`config.mk`:
```
export PLATFORM = sky130hd
export DESIGN_NAME = ifu_ibusif
export DESIGN_NICKNAME = d
export VERILOG_FILES = /design/src/logic/ibus_pkg.sv /design/src/logic/fetch_pkg.sv /design/src/logic/fetch_addr_gen.sv /design/src/logic/fetch_req_queue.sv /design/src/logic/ibus_master.sv /design/src/logic/ifu_ibusif.sv
export SDC_FILE = /design/constraint.sdc
export NUM_CORES = 1
export LEC_CHECK = 0
export BUFFER_PORTS_ARGS = -buffer_cell sky130_fd_sc_hd__buf_2
export CORE_MARGIN = 1
export CORE_UTILIZATION = 49
export DETAILED_ROUTE_END_ITERATION = 10
export PLACE_DENSITY = 0.76
export SYNTH_ARGS = -nofsm -noshare
export SYNTH_HDL_FRONTEND = slang
export SYNTH_SLANG_ARGS = --single-unit
```
`constraint.sdc`:
```
create_clock -name sm_upd_clk -period 3.3 [get_ports sm_upd_clk]
set_input_delay 0.66 -clock sm_upd_clk [delete_from_list [all_inputs] [get_ports sm_upd_clk]]
set_output_delay 0.66 -clock sm_upd_clk [all_outputs]
set_load 0.01 [all_outputs]
```
`src/logic/ibus_pkg.sv`:
```
package ibus_pkg;

  // ========================================
  // bus geometry
  // ========================================

  localparam int BUS_AW  = 32;          // byte address on the bus
  localparam int DATA_W  = 32;
  localparam int WORD_AW = BUS_AW - 2;  // one word is four bytes
  localparam int HW_AW   = WORD_AW + 1; // halfword granularity from the core

  // ========================================
  // address and data vectors
  // ========================================

  // redirect target from the core, bit 0 picks the upper halfword
  typedef logic [HW_AW-1:0] hw_addr_t;

  typedef logic [WORD_AW-1:0] word_addr_t;

  // always word aligned when driven by the fetch unit
  typedef logic [BUS_AW-1:0] bus_addr_t;

  typedef logic [DATA_W-1:0] word_t;

endpackage

```
`src/logic/fetch_pkg.sv`:
```
package fetch_pkg;

  // ========================================
  // request queue entry
  // ========================================

  // one entry carries the word address plus the unaligned start flag
  localparam int FETCH_REQ_W     = ibus_pkg::WORD_AW + 1;
  localparam int REQ_UNALIGN_BIT = ibus_pkg::WORD_AW; // flag sits above the address

  typedef logic [FETCH_REQ_W-1:0] fetch_req_t;

  // ========================================
  // state machines
  // ========================================

  // bus master, one classic cycle at a time
  typedef enum logic [1:0] {
    ST_IDLE,
    ST_WAIT_ACK,  // cyc and stb are up
    ST_DELIVER    // registered word goes out to the core
  } mst_state_t;

  // tracks a bus cycle whose data must be thrown away
  typedef enum logic {
    AB_IDLE,
    AB_VLD
  } abort_state_t;

endpackage

```
`src/logic/fetch_addr_gen.sv`:
```
`timescale 1ns/1ns

module fetch_addr_gen #(
  parameter int QUEUE_DEPTH = 2
) (
  input  logic                  sm_upd_clk,
  input  logic                  cpurst_b,
  input  logic                  redirect_vld,
  input  logic                  fetch_en,
  input  logic                  lpmd_req,
  input  ibus_pkg::hw_addr_t    redirect_addr,
  input  logic                  full,
  output logic                  push,
  output fetch_pkg::fetch_req_t push_req
);

  import ibus_pkg::*;

  localparam int CNT_W = $clog2(QUEUE_DEPTH + 1);
  localparam logic [CNT_W-1:0] CNT_MAX = CNT_W'(QUEUE_DEPTH);

  word_addr_t       addr_cnt;
  logic             unalign_pend;      // first word after an odd halfword redirect
  logic [CNT_W-1:0] push_since_flush;

  // ========================================
  // request push
  // ========================================

  // no push in the redirect cycle since the queue is being flushed
  assign push = fetch_en && !lpmd_req && !full && !redirect_vld;

  assign push_req = {unalign_pend, addr_cnt};

  // ========================================
  // sequential word counter
  // ========================================

  always_ff @(posedge sm_upd_clk or negedge cpurst_b)
  begin
    if (!cpurst_b)
    begin
      addr_cnt     <= '0;
      unalign_pend <= 1'b0;
    end
    else if (redirect_vld)
    begin
      addr_cnt     <= redirect_addr[WORD_AW:1]; // drop the halfword select
      unalign_pend <= redirect_addr[0];
    end
    else if (push)
    begin
      addr_cnt     <= addr_cnt + 1'b1;
      unalign_pend <= 1'b0;  // only the first word of a new stream is unaligned
    end
  end

  // pushes issued since the queue was last emptied, saturating at the depth
  always_ff @(posedge sm_upd_clk or negedge cpurst_b)
  begin
    if (!cpurst_b)
      push_since_flush <= '0;
    else if (redirect_vld)
      push_since_flush <= '0;
    else if (push && (push_since_flush != CNT_MAX))
      push_since_flush <= push_since_flush + 1'b1;
  end

  // the queue can only fill after this side has handed over a whole queue's worth
  a_full_after_depth_pushes: assert property (
    @(posedge sm_upd_clk) disable iff (!cpurst_b)
    $rose(full) |-> (push_since_flush == CNT_MAX)
  );

endmodule

```
`src/logic/fetch_req_queue.sv`:
```
`timescale 1ns/1ns

module fetch_req_queue #(
  parameter int QUEUE_DEPTH = 2
) (
  input  logic                  sm_upd_clk,
  input  logic                  cpurst_b,
  input  logic                  flush,
  input  logic                  push,
  input  logic                  pop,
  input  fetch_pkg::fetch_req_t push_req,
  output logic                  full,
  output logic                  empty,
  output logic                  req_vld,
  output fetch_pkg::fetch_req_t head_req
);

  import fetch_pkg::*;

  localparam int PTR_W = (QUEUE_DEPTH > 1) ? $clog2(QUEUE_DEPTH) : 1;
  localparam logic [PTR_W:0] DEPTH_CNT = (PTR_W + 1)'(QUEUE_DEPTH);

  fetch_req_t       mem [QUEUE_DEPTH];
  logic [PTR_W-1:0] wr_ptr;
  logic [PTR_W-1:0] rd_ptr;
  logic [PTR_W:0]   count;

  assign full  = (count == DEPTH_CNT);
  assign empty = (count == '0);

  // the head is stale while a redirect flushes the queue
  assign req_vld  = !empty && !flush;
  assign head_req = mem[rd_ptr];

  // ========================================
  // storage
  // ========================================

  always_ff @(posedge sm_upd_clk)
  begin
    if (push && !flush)
      mem[wr_ptr] <= push_req;
  end

  // ========================================
  // pointers and occupancy
  // ========================================

  // power of two depth, so the pointers wrap by themselves
  always_ff @(posedge sm_upd_clk or negedge cpurst_b)
  begin
    if (!cpurst_b)
    begin
      wr_ptr <= '0;
      rd_ptr <= '0;
      count  <= '0;
    end
    else if (flush)
    begin
      wr_ptr <= '0;
      rd_ptr <= '0;
      count  <= '0;
    end
    else
    begin
      if (push)
        wr_ptr <= wr_ptr + 1'b1;
      if (pop)
        rd_ptr <= rd_ptr + 1'b1;
      case ({push, pop})
        2'b10:   count <= count + 1'b1;
        2'b01:   count <= count - 1'b1;
        default: count <= count;
      endcase
    end
  end

  // the master may only take an entry that is really there
  a_no_pop_empty: assert property (
    @(posedge sm_upd_clk) disable iff (!cpurst_b)
    pop |-> !empty
  );

  // the producer has to honour full
  a_no_push_full: assert property (
    @(posedge sm_upd_clk) disable iff (!cpurst_b)
    push |-> !full
  );

endmodule

```
`src/logic/ibus_master.sv`:
```
`timescale 1ns/1ns

module ibus_master (
  input  logic                  sm_upd_clk,
  input  logic                  cpurst_b,
  input  logic                  redirect_vld,
  input  logic                  lpmd_req,
  input  logic                  req_vld,
  input  logic                  empty,
  input  fetch_pkg::fetch_req_t head_req,
  output logic                  pop,
  output logic                  wb_cyc,
  output logic                  wb_stb,
  output ibus_pkg::bus_addr_t   wb_adr,
  input  ibus_pkg::word_t       wb_dat,
  input  logic                  wb_ack,
  input  logic                  wb_err,
  output logic                  inst_vld,
  output ibus_pkg::word_t       inst_data,
  output logic                  inst_16bit,
  output logic                  inst_unalign,
  output logic                  inst_acc_err,
  output logic                  lpmd_ack
);

  import ibus_pkg::*;
  import fetch_pkg::*;

  mst_state_t   cur_st;
  mst_state_t   nxt_st;
  abort_state_t ab_cur_st;
  abort_state_t ab_nxt_st;

  word_addr_t cyc_addr;
  logic       cyc_unalign;
  logic       bus_done;
  logic       cyc_abort;
  word_t      dlv_data;
  logic       dlv_err;

  // ========================================
  // main FSM
  // ========================================

  assign bus_done  = (cur_st == ST_WAIT_ACK) && (wb_ack || wb_err);
  assign cyc_abort = (ab_cur_st == AB_VLD) || redirect_vld; // a late redirect also kills it
  assign pop       = (cur_st == ST_IDLE) && req_vld;

  always_ff @(posedge sm_upd_clk or negedge cpurst_b)
  begin
    if (!cpurst_b)
      cur_st <= ST_IDLE;
    else
      cur_st <= nxt_st;
  end

  always_comb
  begin
    nxt_st = cur_st;
    case (cur_st)
      ST_IDLE:
        if (req_vld)
          nxt_st = ST_WAIT_ACK;
      ST_WAIT_ACK:
        if (bus_done)
          nxt_st = cyc_abort ? ST_IDLE : ST_DELIVER;
      ST_DELIVER:
        nxt_st = ST_IDLE;
      default:
        nxt_st = ST_IDLE;
    endcase
  end

  // ========================================
  // abort tracking
  // ========================================

  always_ff @(posedge sm_upd_clk or negedge cpurst_b)
  begin
    if (!cpurst_b)
      ab_cur_st <= AB_IDLE;
    else
      ab_cur_st <= ab_nxt_st;
  end

  always_comb
  begin
    ab_nxt_st = ab_cur_st;
    case (ab_cur_st)
      AB_IDLE:
        if (redirect_vld && (cur_st == ST_WAIT_ACK) && !bus_done)
          ab_nxt_st = AB_VLD;
      AB_VLD:
        if (bus_done)
          ab_nxt_st = AB_IDLE;
      default:
        ab_nxt_st = AB_IDLE;
    endcase
  end

  // ========================================
  // popped entry and returned data
  // ========================================

  always_ff @(posedge sm_upd_clk)
  begin
    if (pop)
      cyc_addr <= head_req[WORD_AW-1:0];
  end

  always_ff @(posedge sm_upd_clk or negedge cpurst_b)
  begin
    if (!cpurst_b)
      cyc_unalign <= 1'b0;
    else if (pop)
      cyc_unalign <= head_req[REQ_UNALIGN_BIT];
  end

  // an unaligned start only has its upper halfword to offer
  always_ff @(posedge sm_upd_clk)
  begin
    if (bus_done)
    begin
      dlv_data <= {wb_dat[31:16], cyc_unalign ? wb_dat[31:16] : wb_dat[15:0]};
      dlv_err  <= wb_err;
    end
  end

  assign wb_cyc = (cur_st == ST_WAIT_ACK);
  assign wb_stb = (cur_st == ST_WAIT_ACK);
  assign wb_adr = {cyc_addr, 2'b00};

  // a redirect in the delivery cycle makes this word stale as well
  assign inst_vld     = (cur_st == ST_DELIVER) && !redirect_vld;
  assign inst_data    = dlv_data;
  assign inst_16bit   = (dlv_data[1:0] != 2'b11);
  assign inst_unalign = cyc_unalign;
  assign inst_acc_err = dlv_err;

  assign lpmd_ack = lpmd_req && (cur_st == ST_IDLE) && empty;

  // classic cycle holds until the slave answers
  a_cycle_hold: assert property (
    @(posedge sm_upd_clk) disable iff (!cpurst_b)
    wb_stb && !(wb_ack || wb_err) |=> wb_cyc && wb_stb && $stable(wb_adr)
  );

endmodule

```
`src/logic/ifu_ibusif.sv`:
```
`timescale 1ns/1ns

module ifu_ibusif #(
  parameter int QUEUE_DEPTH = 2
) (
  input  logic                sm_upd_clk,
  input  logic                cpurst_b,
  // core side
  input  logic                redirect_vld,
  input  ibus_pkg::hw_addr_t  redirect_addr,
  input  logic                fetch_en,
  input  logic                lpmd_req,
  output logic                inst_vld,
  output ibus_pkg::word_t     inst_data,
  output logic                inst_16bit,
  output logic                inst_unalign,
  output logic                inst_acc_err,
  output logic                lpmd_ack,
  // wishbone toward memory
  output logic                wb_cyc,
  output logic                wb_stb,
  output ibus_pkg::bus_addr_t wb_adr,
  input  ibus_pkg::word_t     wb_dat,
  input  logic                wb_ack,
  input  logic                wb_err
);

  import fetch_pkg::*;

  logic       push;
  logic       pop;
  logic       full;
  logic       empty;
  logic       req_vld;
  fetch_req_t push_req;
  fetch_req_t head_req;

  // ========================================
  // producer, queue, bus master
  // ========================================

  fetch_addr_gen #(
    .QUEUE_DEPTH (QUEUE_DEPTH)
  ) i_fetch_addr_gen (
    .sm_upd_clk    (sm_upd_clk),
    .cpurst_b      (cpurst_b),
    .redirect_vld  (redirect_vld),
    .fetch_en      (fetch_en),
    .lpmd_req      (lpmd_req),
    .redirect_addr (redirect_addr),
    .full          (full),
    .push          (push),
    .push_req      (push_req)
  );

  // a redirect throws away everything still queued
  fetch_req_queue #(
    .QUEUE_DEPTH (QUEUE_DEPTH)
  ) i_fetch_req_queue (
    .sm_upd_clk (sm_upd_clk),
    .cpurst_b   (cpurst_b),
    .flush      (redirect_vld),
    .push       (push),
    .pop        (pop),
    .push_req   (push_req),
    .full       (full),
    .empty      (empty),
    .req_vld    (req_vld),
    .head_req   (head_req)
  );

  ibus_master i_ibus_master (
    .sm_upd_clk   (sm_upd_clk),
    .cpurst_b     (cpurst_b),
    .redirect_vld (redirect_vld),
    .lpmd_req     (lpmd_req),
    .req_vld      (req_vld),
    .empty        (empty),
    .head_req     (head_req),
    .pop          (pop),
    .wb_cyc       (wb_cyc),
    .wb_stb       (wb_stb),
    .wb_adr       (wb_adr),
    .wb_dat       (wb_dat),
    .wb_ack       (wb_ack),
    .wb_err       (wb_err),
    .inst_vld     (inst_vld),
    .inst_data    (inst_data),
    .inst_16bit   (inst_16bit),
    .inst_unalign (inst_unalign),
    .inst_acc_err (inst_acc_err),
    .lpmd_ack     (lpmd_ack)
  );

endmodule

```
==> results_dict.tcl <==
set metrics [dict create \
    clock_power_share_pct 40.5 \
    powerDensity_mw_per_mm2 582 \
    cts_max_level 4 \
    hold_viol 0 \
    hpwl_um 8940 \
    power_frac_seq_pct 52.5 \
    yosysUniqueCellTypes 41 \
    cp_cell_sequence "buf_2 -> buf_4 -> nor3b_1 -> buf_2" \
    fp.dieH_um 117 \
    pre_cts_slack_ns 0.841 \
    cts_resized 0 \
    combPwrFrac_pct 7.0 \
    tightest_slew_ns 0.921 \
    nets 644 \
    path_clk_slew_ns 0.06 \
    post-route-period-util_pct 71.6 \
    fin_setup_tns_ns 0 \
    ys_warn_count 0 \
    drive_gt1_share_pct 39.2 \
    relSlewSlack_pct 38.6 \
    setup_viol 0 \
    cpMaxStageDelayCell "buf_4" \
    yosysTopAreaCellShare_pct 57.9 \
    fin_ws_ns 0.936 \
    drc_errors 0 \
    synth_compound_area_share_pct 3.38 \
    yosys.area.top_type "edfxtp_1" \
    wl_per_cell_um 16.8 \
    place_congestion 0.778 \
    fmax_mhz 423 \
    synth.area.mux_share_pct 8.45 \
    mostFrequentLayoutCell "buf_2" \
    postSynthAreaPerCell_um2 15.2 \
    min_path_type "input port to async pin" \
    crit_buf_inv 3 \
    arrival_ns 1.70 \
    viasPerCell 5.16 \
    fp.dieW_um 117 \
    ctsHoldBuffers 0 \
    finalCriticalPeriod_ns 2.36 \
    worstSkewPairLatency_ns 0.43 \
    crit_path_end_kind "primary output" \
    worst_ep_required_time_ns 2.64 \
    synth_area_leaders "edfxtp_1 58%, dfrtp_1 15%, mux2_2 8.0%, nand2_1 2.5%, o21ai_0 2.4%" \
    cpPeakStageDelay_ns 0.43 \
    rsz0062_at_grt "no" \
    status "complete, no violations" \
    area.sequential_mm2 0.00473 \
    synth_top_family_by_area "simple AND/OR/NAND/NOR gates" \
    first_pass_iters 5 \
    synth-seq-cells 164 \
    fp.dieArea_mm2 0.0137 \
    cts_tree "yes" \
    cpLargestDelayFamily "buffers and inverters" \
    drtIter0Drc 243 \
    switching_share_pct 22.2 \
    syn_to_final_growth_pct 22.8 \
    synth_seq_area_share_pct 72.9 \
    syn_inst 428 \
    num_vias 3910 \
    critical_path.most_common_cell "buf_2" \
    layout_common_cells "138 x buf_2, 125 x edfxtp_1, 46 x mux2_2" \
    synth_area_mm2 0.00649 \
    synth_xor_area_share_pct 3.51 \
    yosys.area_share.simple_pct 9.95 \
    gr-total-overflow 0 \
    drtAntennaViolNets 0 \
    start_util_pct 50.8 \
    cts.path.max_buffers 2 \
    ff2ff_setup_slack_ns 1.16 \
    switchingPower_mw 1.03 \
    worstSetupStartpointType "input port" \
    cts_setup_buffers 0 \
    intPower_mw 3.61 \
    drv_slew 0 \
    cts_root_buffer "clkbuf_16" \
    irDropWorstVdd_mv 0.509 \
    crit_fanout 40 \
    clock_sinks 164 \
    p_leak_nw 3.02 \
    track_usage_pct 19.6 \
    drt-total-wl_um 12700 \
    fp-row-count 41 \
    maxCapViolations 0 \
    ios 141 \
    io_buffer_count 138 \
    fillCellCount 960 \
    synth_adder_area_share_pct 0.193 \
    antenna_found_initial 0 \
    multi_input_area_mm2 0.00167 \
    cts_inserted_buffers 17 \
    crit_type "input port to primary output" \
    synth_edf_count 125 \
    synthArstFlopShare_pct 23.8 \
    grt_pass1_vias 3921 \
    skew_ns 0.00562 \
    ys.flop_type "edfxtp_1" \
    grt_max_degree 41 \
    core_area_mm2 0.0128 \
    antennaDiodeCount 0 \
    grt_pass1_wl_um 19300 \
]
worst reg2reg max path, stage by stage, from the launching register on:
cell and delay (ns):
dfrtp_1 0.44, nand4_1 0.23, nor2_2 0.57, nand4_1 0.28, or3_1 0.39, a31oi_1 0.17
registers in the layout, indices dropped and copies added, names as in the netlist, 2 cells and up:
signal / flops
i_fetch_addr_gen.addr_cnt: 30
i_ibus_master.inst_data: 32
i_fetch_req_queue.mem: 62
i_ibus_master.cyc_addr: 30
i_ibus_master.cur_st: 2
i_fetch_req_queue.count: 2
final timing paths:
path	cells after the start	start	endpoint
hold / removal	1	cpurst_b	i_fetch_addr_gen.addr_cnt[5]$_DFFE_PN0P_
hold reg to reg	1	i_ibus_master.ab_cur_st$_DFF_PN0_	i_ibus_master.cur_st[1]$_DFFE_PN0P_
setup reg to reg	5	i_fetch_addr_gen.addr_cnt[2]$_DFFE_PN0P_	i_fetch_addr_gen.addr_cnt[25]$_DFFE_PN0P_
max in group asynchronous	1	cpurst_b	i_fetch_addr_gen.addr_cnt[28]$_DFFE_PN0P_
min in group sm_upd_clk	1	wb_dat[29]	i_ibus_master.inst_data[29]$_DFFE_PN_
setup / recovery	4	redirect_vld	inst_vld
kinds of logic (layout without fill, tap and decap cells):
group / Yosys count / in the layout
AOI/OAI and AO/OA: 41 / 41
xor gates and xnor gates: 26 / 26
adders and majority gates: 1 / 1
buffers and inverters: 23 / 180
DFF: 164 / 164
muxes: 49 / 49
other: 1 / 2
and+or+nand+nor: 123 / 123
area by class of cell:
type | count | area share [%]
repair buffers | 145 | 9.64
clock inverters | 14 | 1.73
multi-input cells | 242 | 21.0
clock buffers | 18 | 5.39
well taps | 172 | 2.70
inverters | 3 | 0.141
flip-flops and latches | 164 | 59.4
layer usage:
layer,GRT usage (%),share of wire (%),up-vias,routed length [µm]
li1,-,-,1874,-
met1,22.7,40,1894,5060
met2,33.5,53,123,6710
met3,6.23,5.2,19,665
met4,9.03,2.2,0,282
met5,0,0,-,0
power groups by stage:
| stage | Combinational [mW] | Clock, mW | Sequential (mW) |
|---|---|---|---|
| 2_1_floorplan | 0.213 | 0 | 2.44 |
| 3_3_place_gp | 0.316 | 0 | 2.47 |
| 3_5_place_dp | 0.327 | 0 | 2.48 |
| 4_1_cts | 0.330 | 1.91 | 2.44 |
| 5_1_grt | 0.356 | 1.99 | 2.45 |
| 6_report | 0.325 | 1.88 | 2.44 |
Yosys cell counts (2+ instances only):
cell	instances
dfrtp_1	39
a21oi_1	2
or3_1	3
and2_1	3
nor3b_1	3
nand4_1	13
nor3_1	9
o21ai_0	31
buf_4	3
xor2_1	15
a31oi_1	4
clkbuf_1	14
nor2b_1	5
buf_2	2
and3_1	4
mux2i_1	3
xnor2_1	11
nand2b_1	2
inv_1	2
nand3_1	10
mux2_2	46
nand2_1	44
nand3_2	2
edfxtp_1	125
or4_1	3
nor2_1	15
metrics by stage:
stage / util [%] / cells / instance area [µm²] / hold slack (ns) / total power [mW]
6_report: 62.4 / 758 / 7970 / 0.372 / 4.64
5_1_grt: 62.4 / 758 / 7970 / 0.405 / 4.79
4_1_cts: 62.4 / 758 / 7970 / 0.395 / 4.67
3_5_place_dp: 57.9 / 726 / 7400 / 0.424 / 2.80
3_3_place_gp: 57.9 / 726 / 7400 / 0.416 / 2.79
2_1_floorplan: - / 429 / 6490 / 0.364 / 2.66
Note: power is estimated with default switching activity, not from simulation.
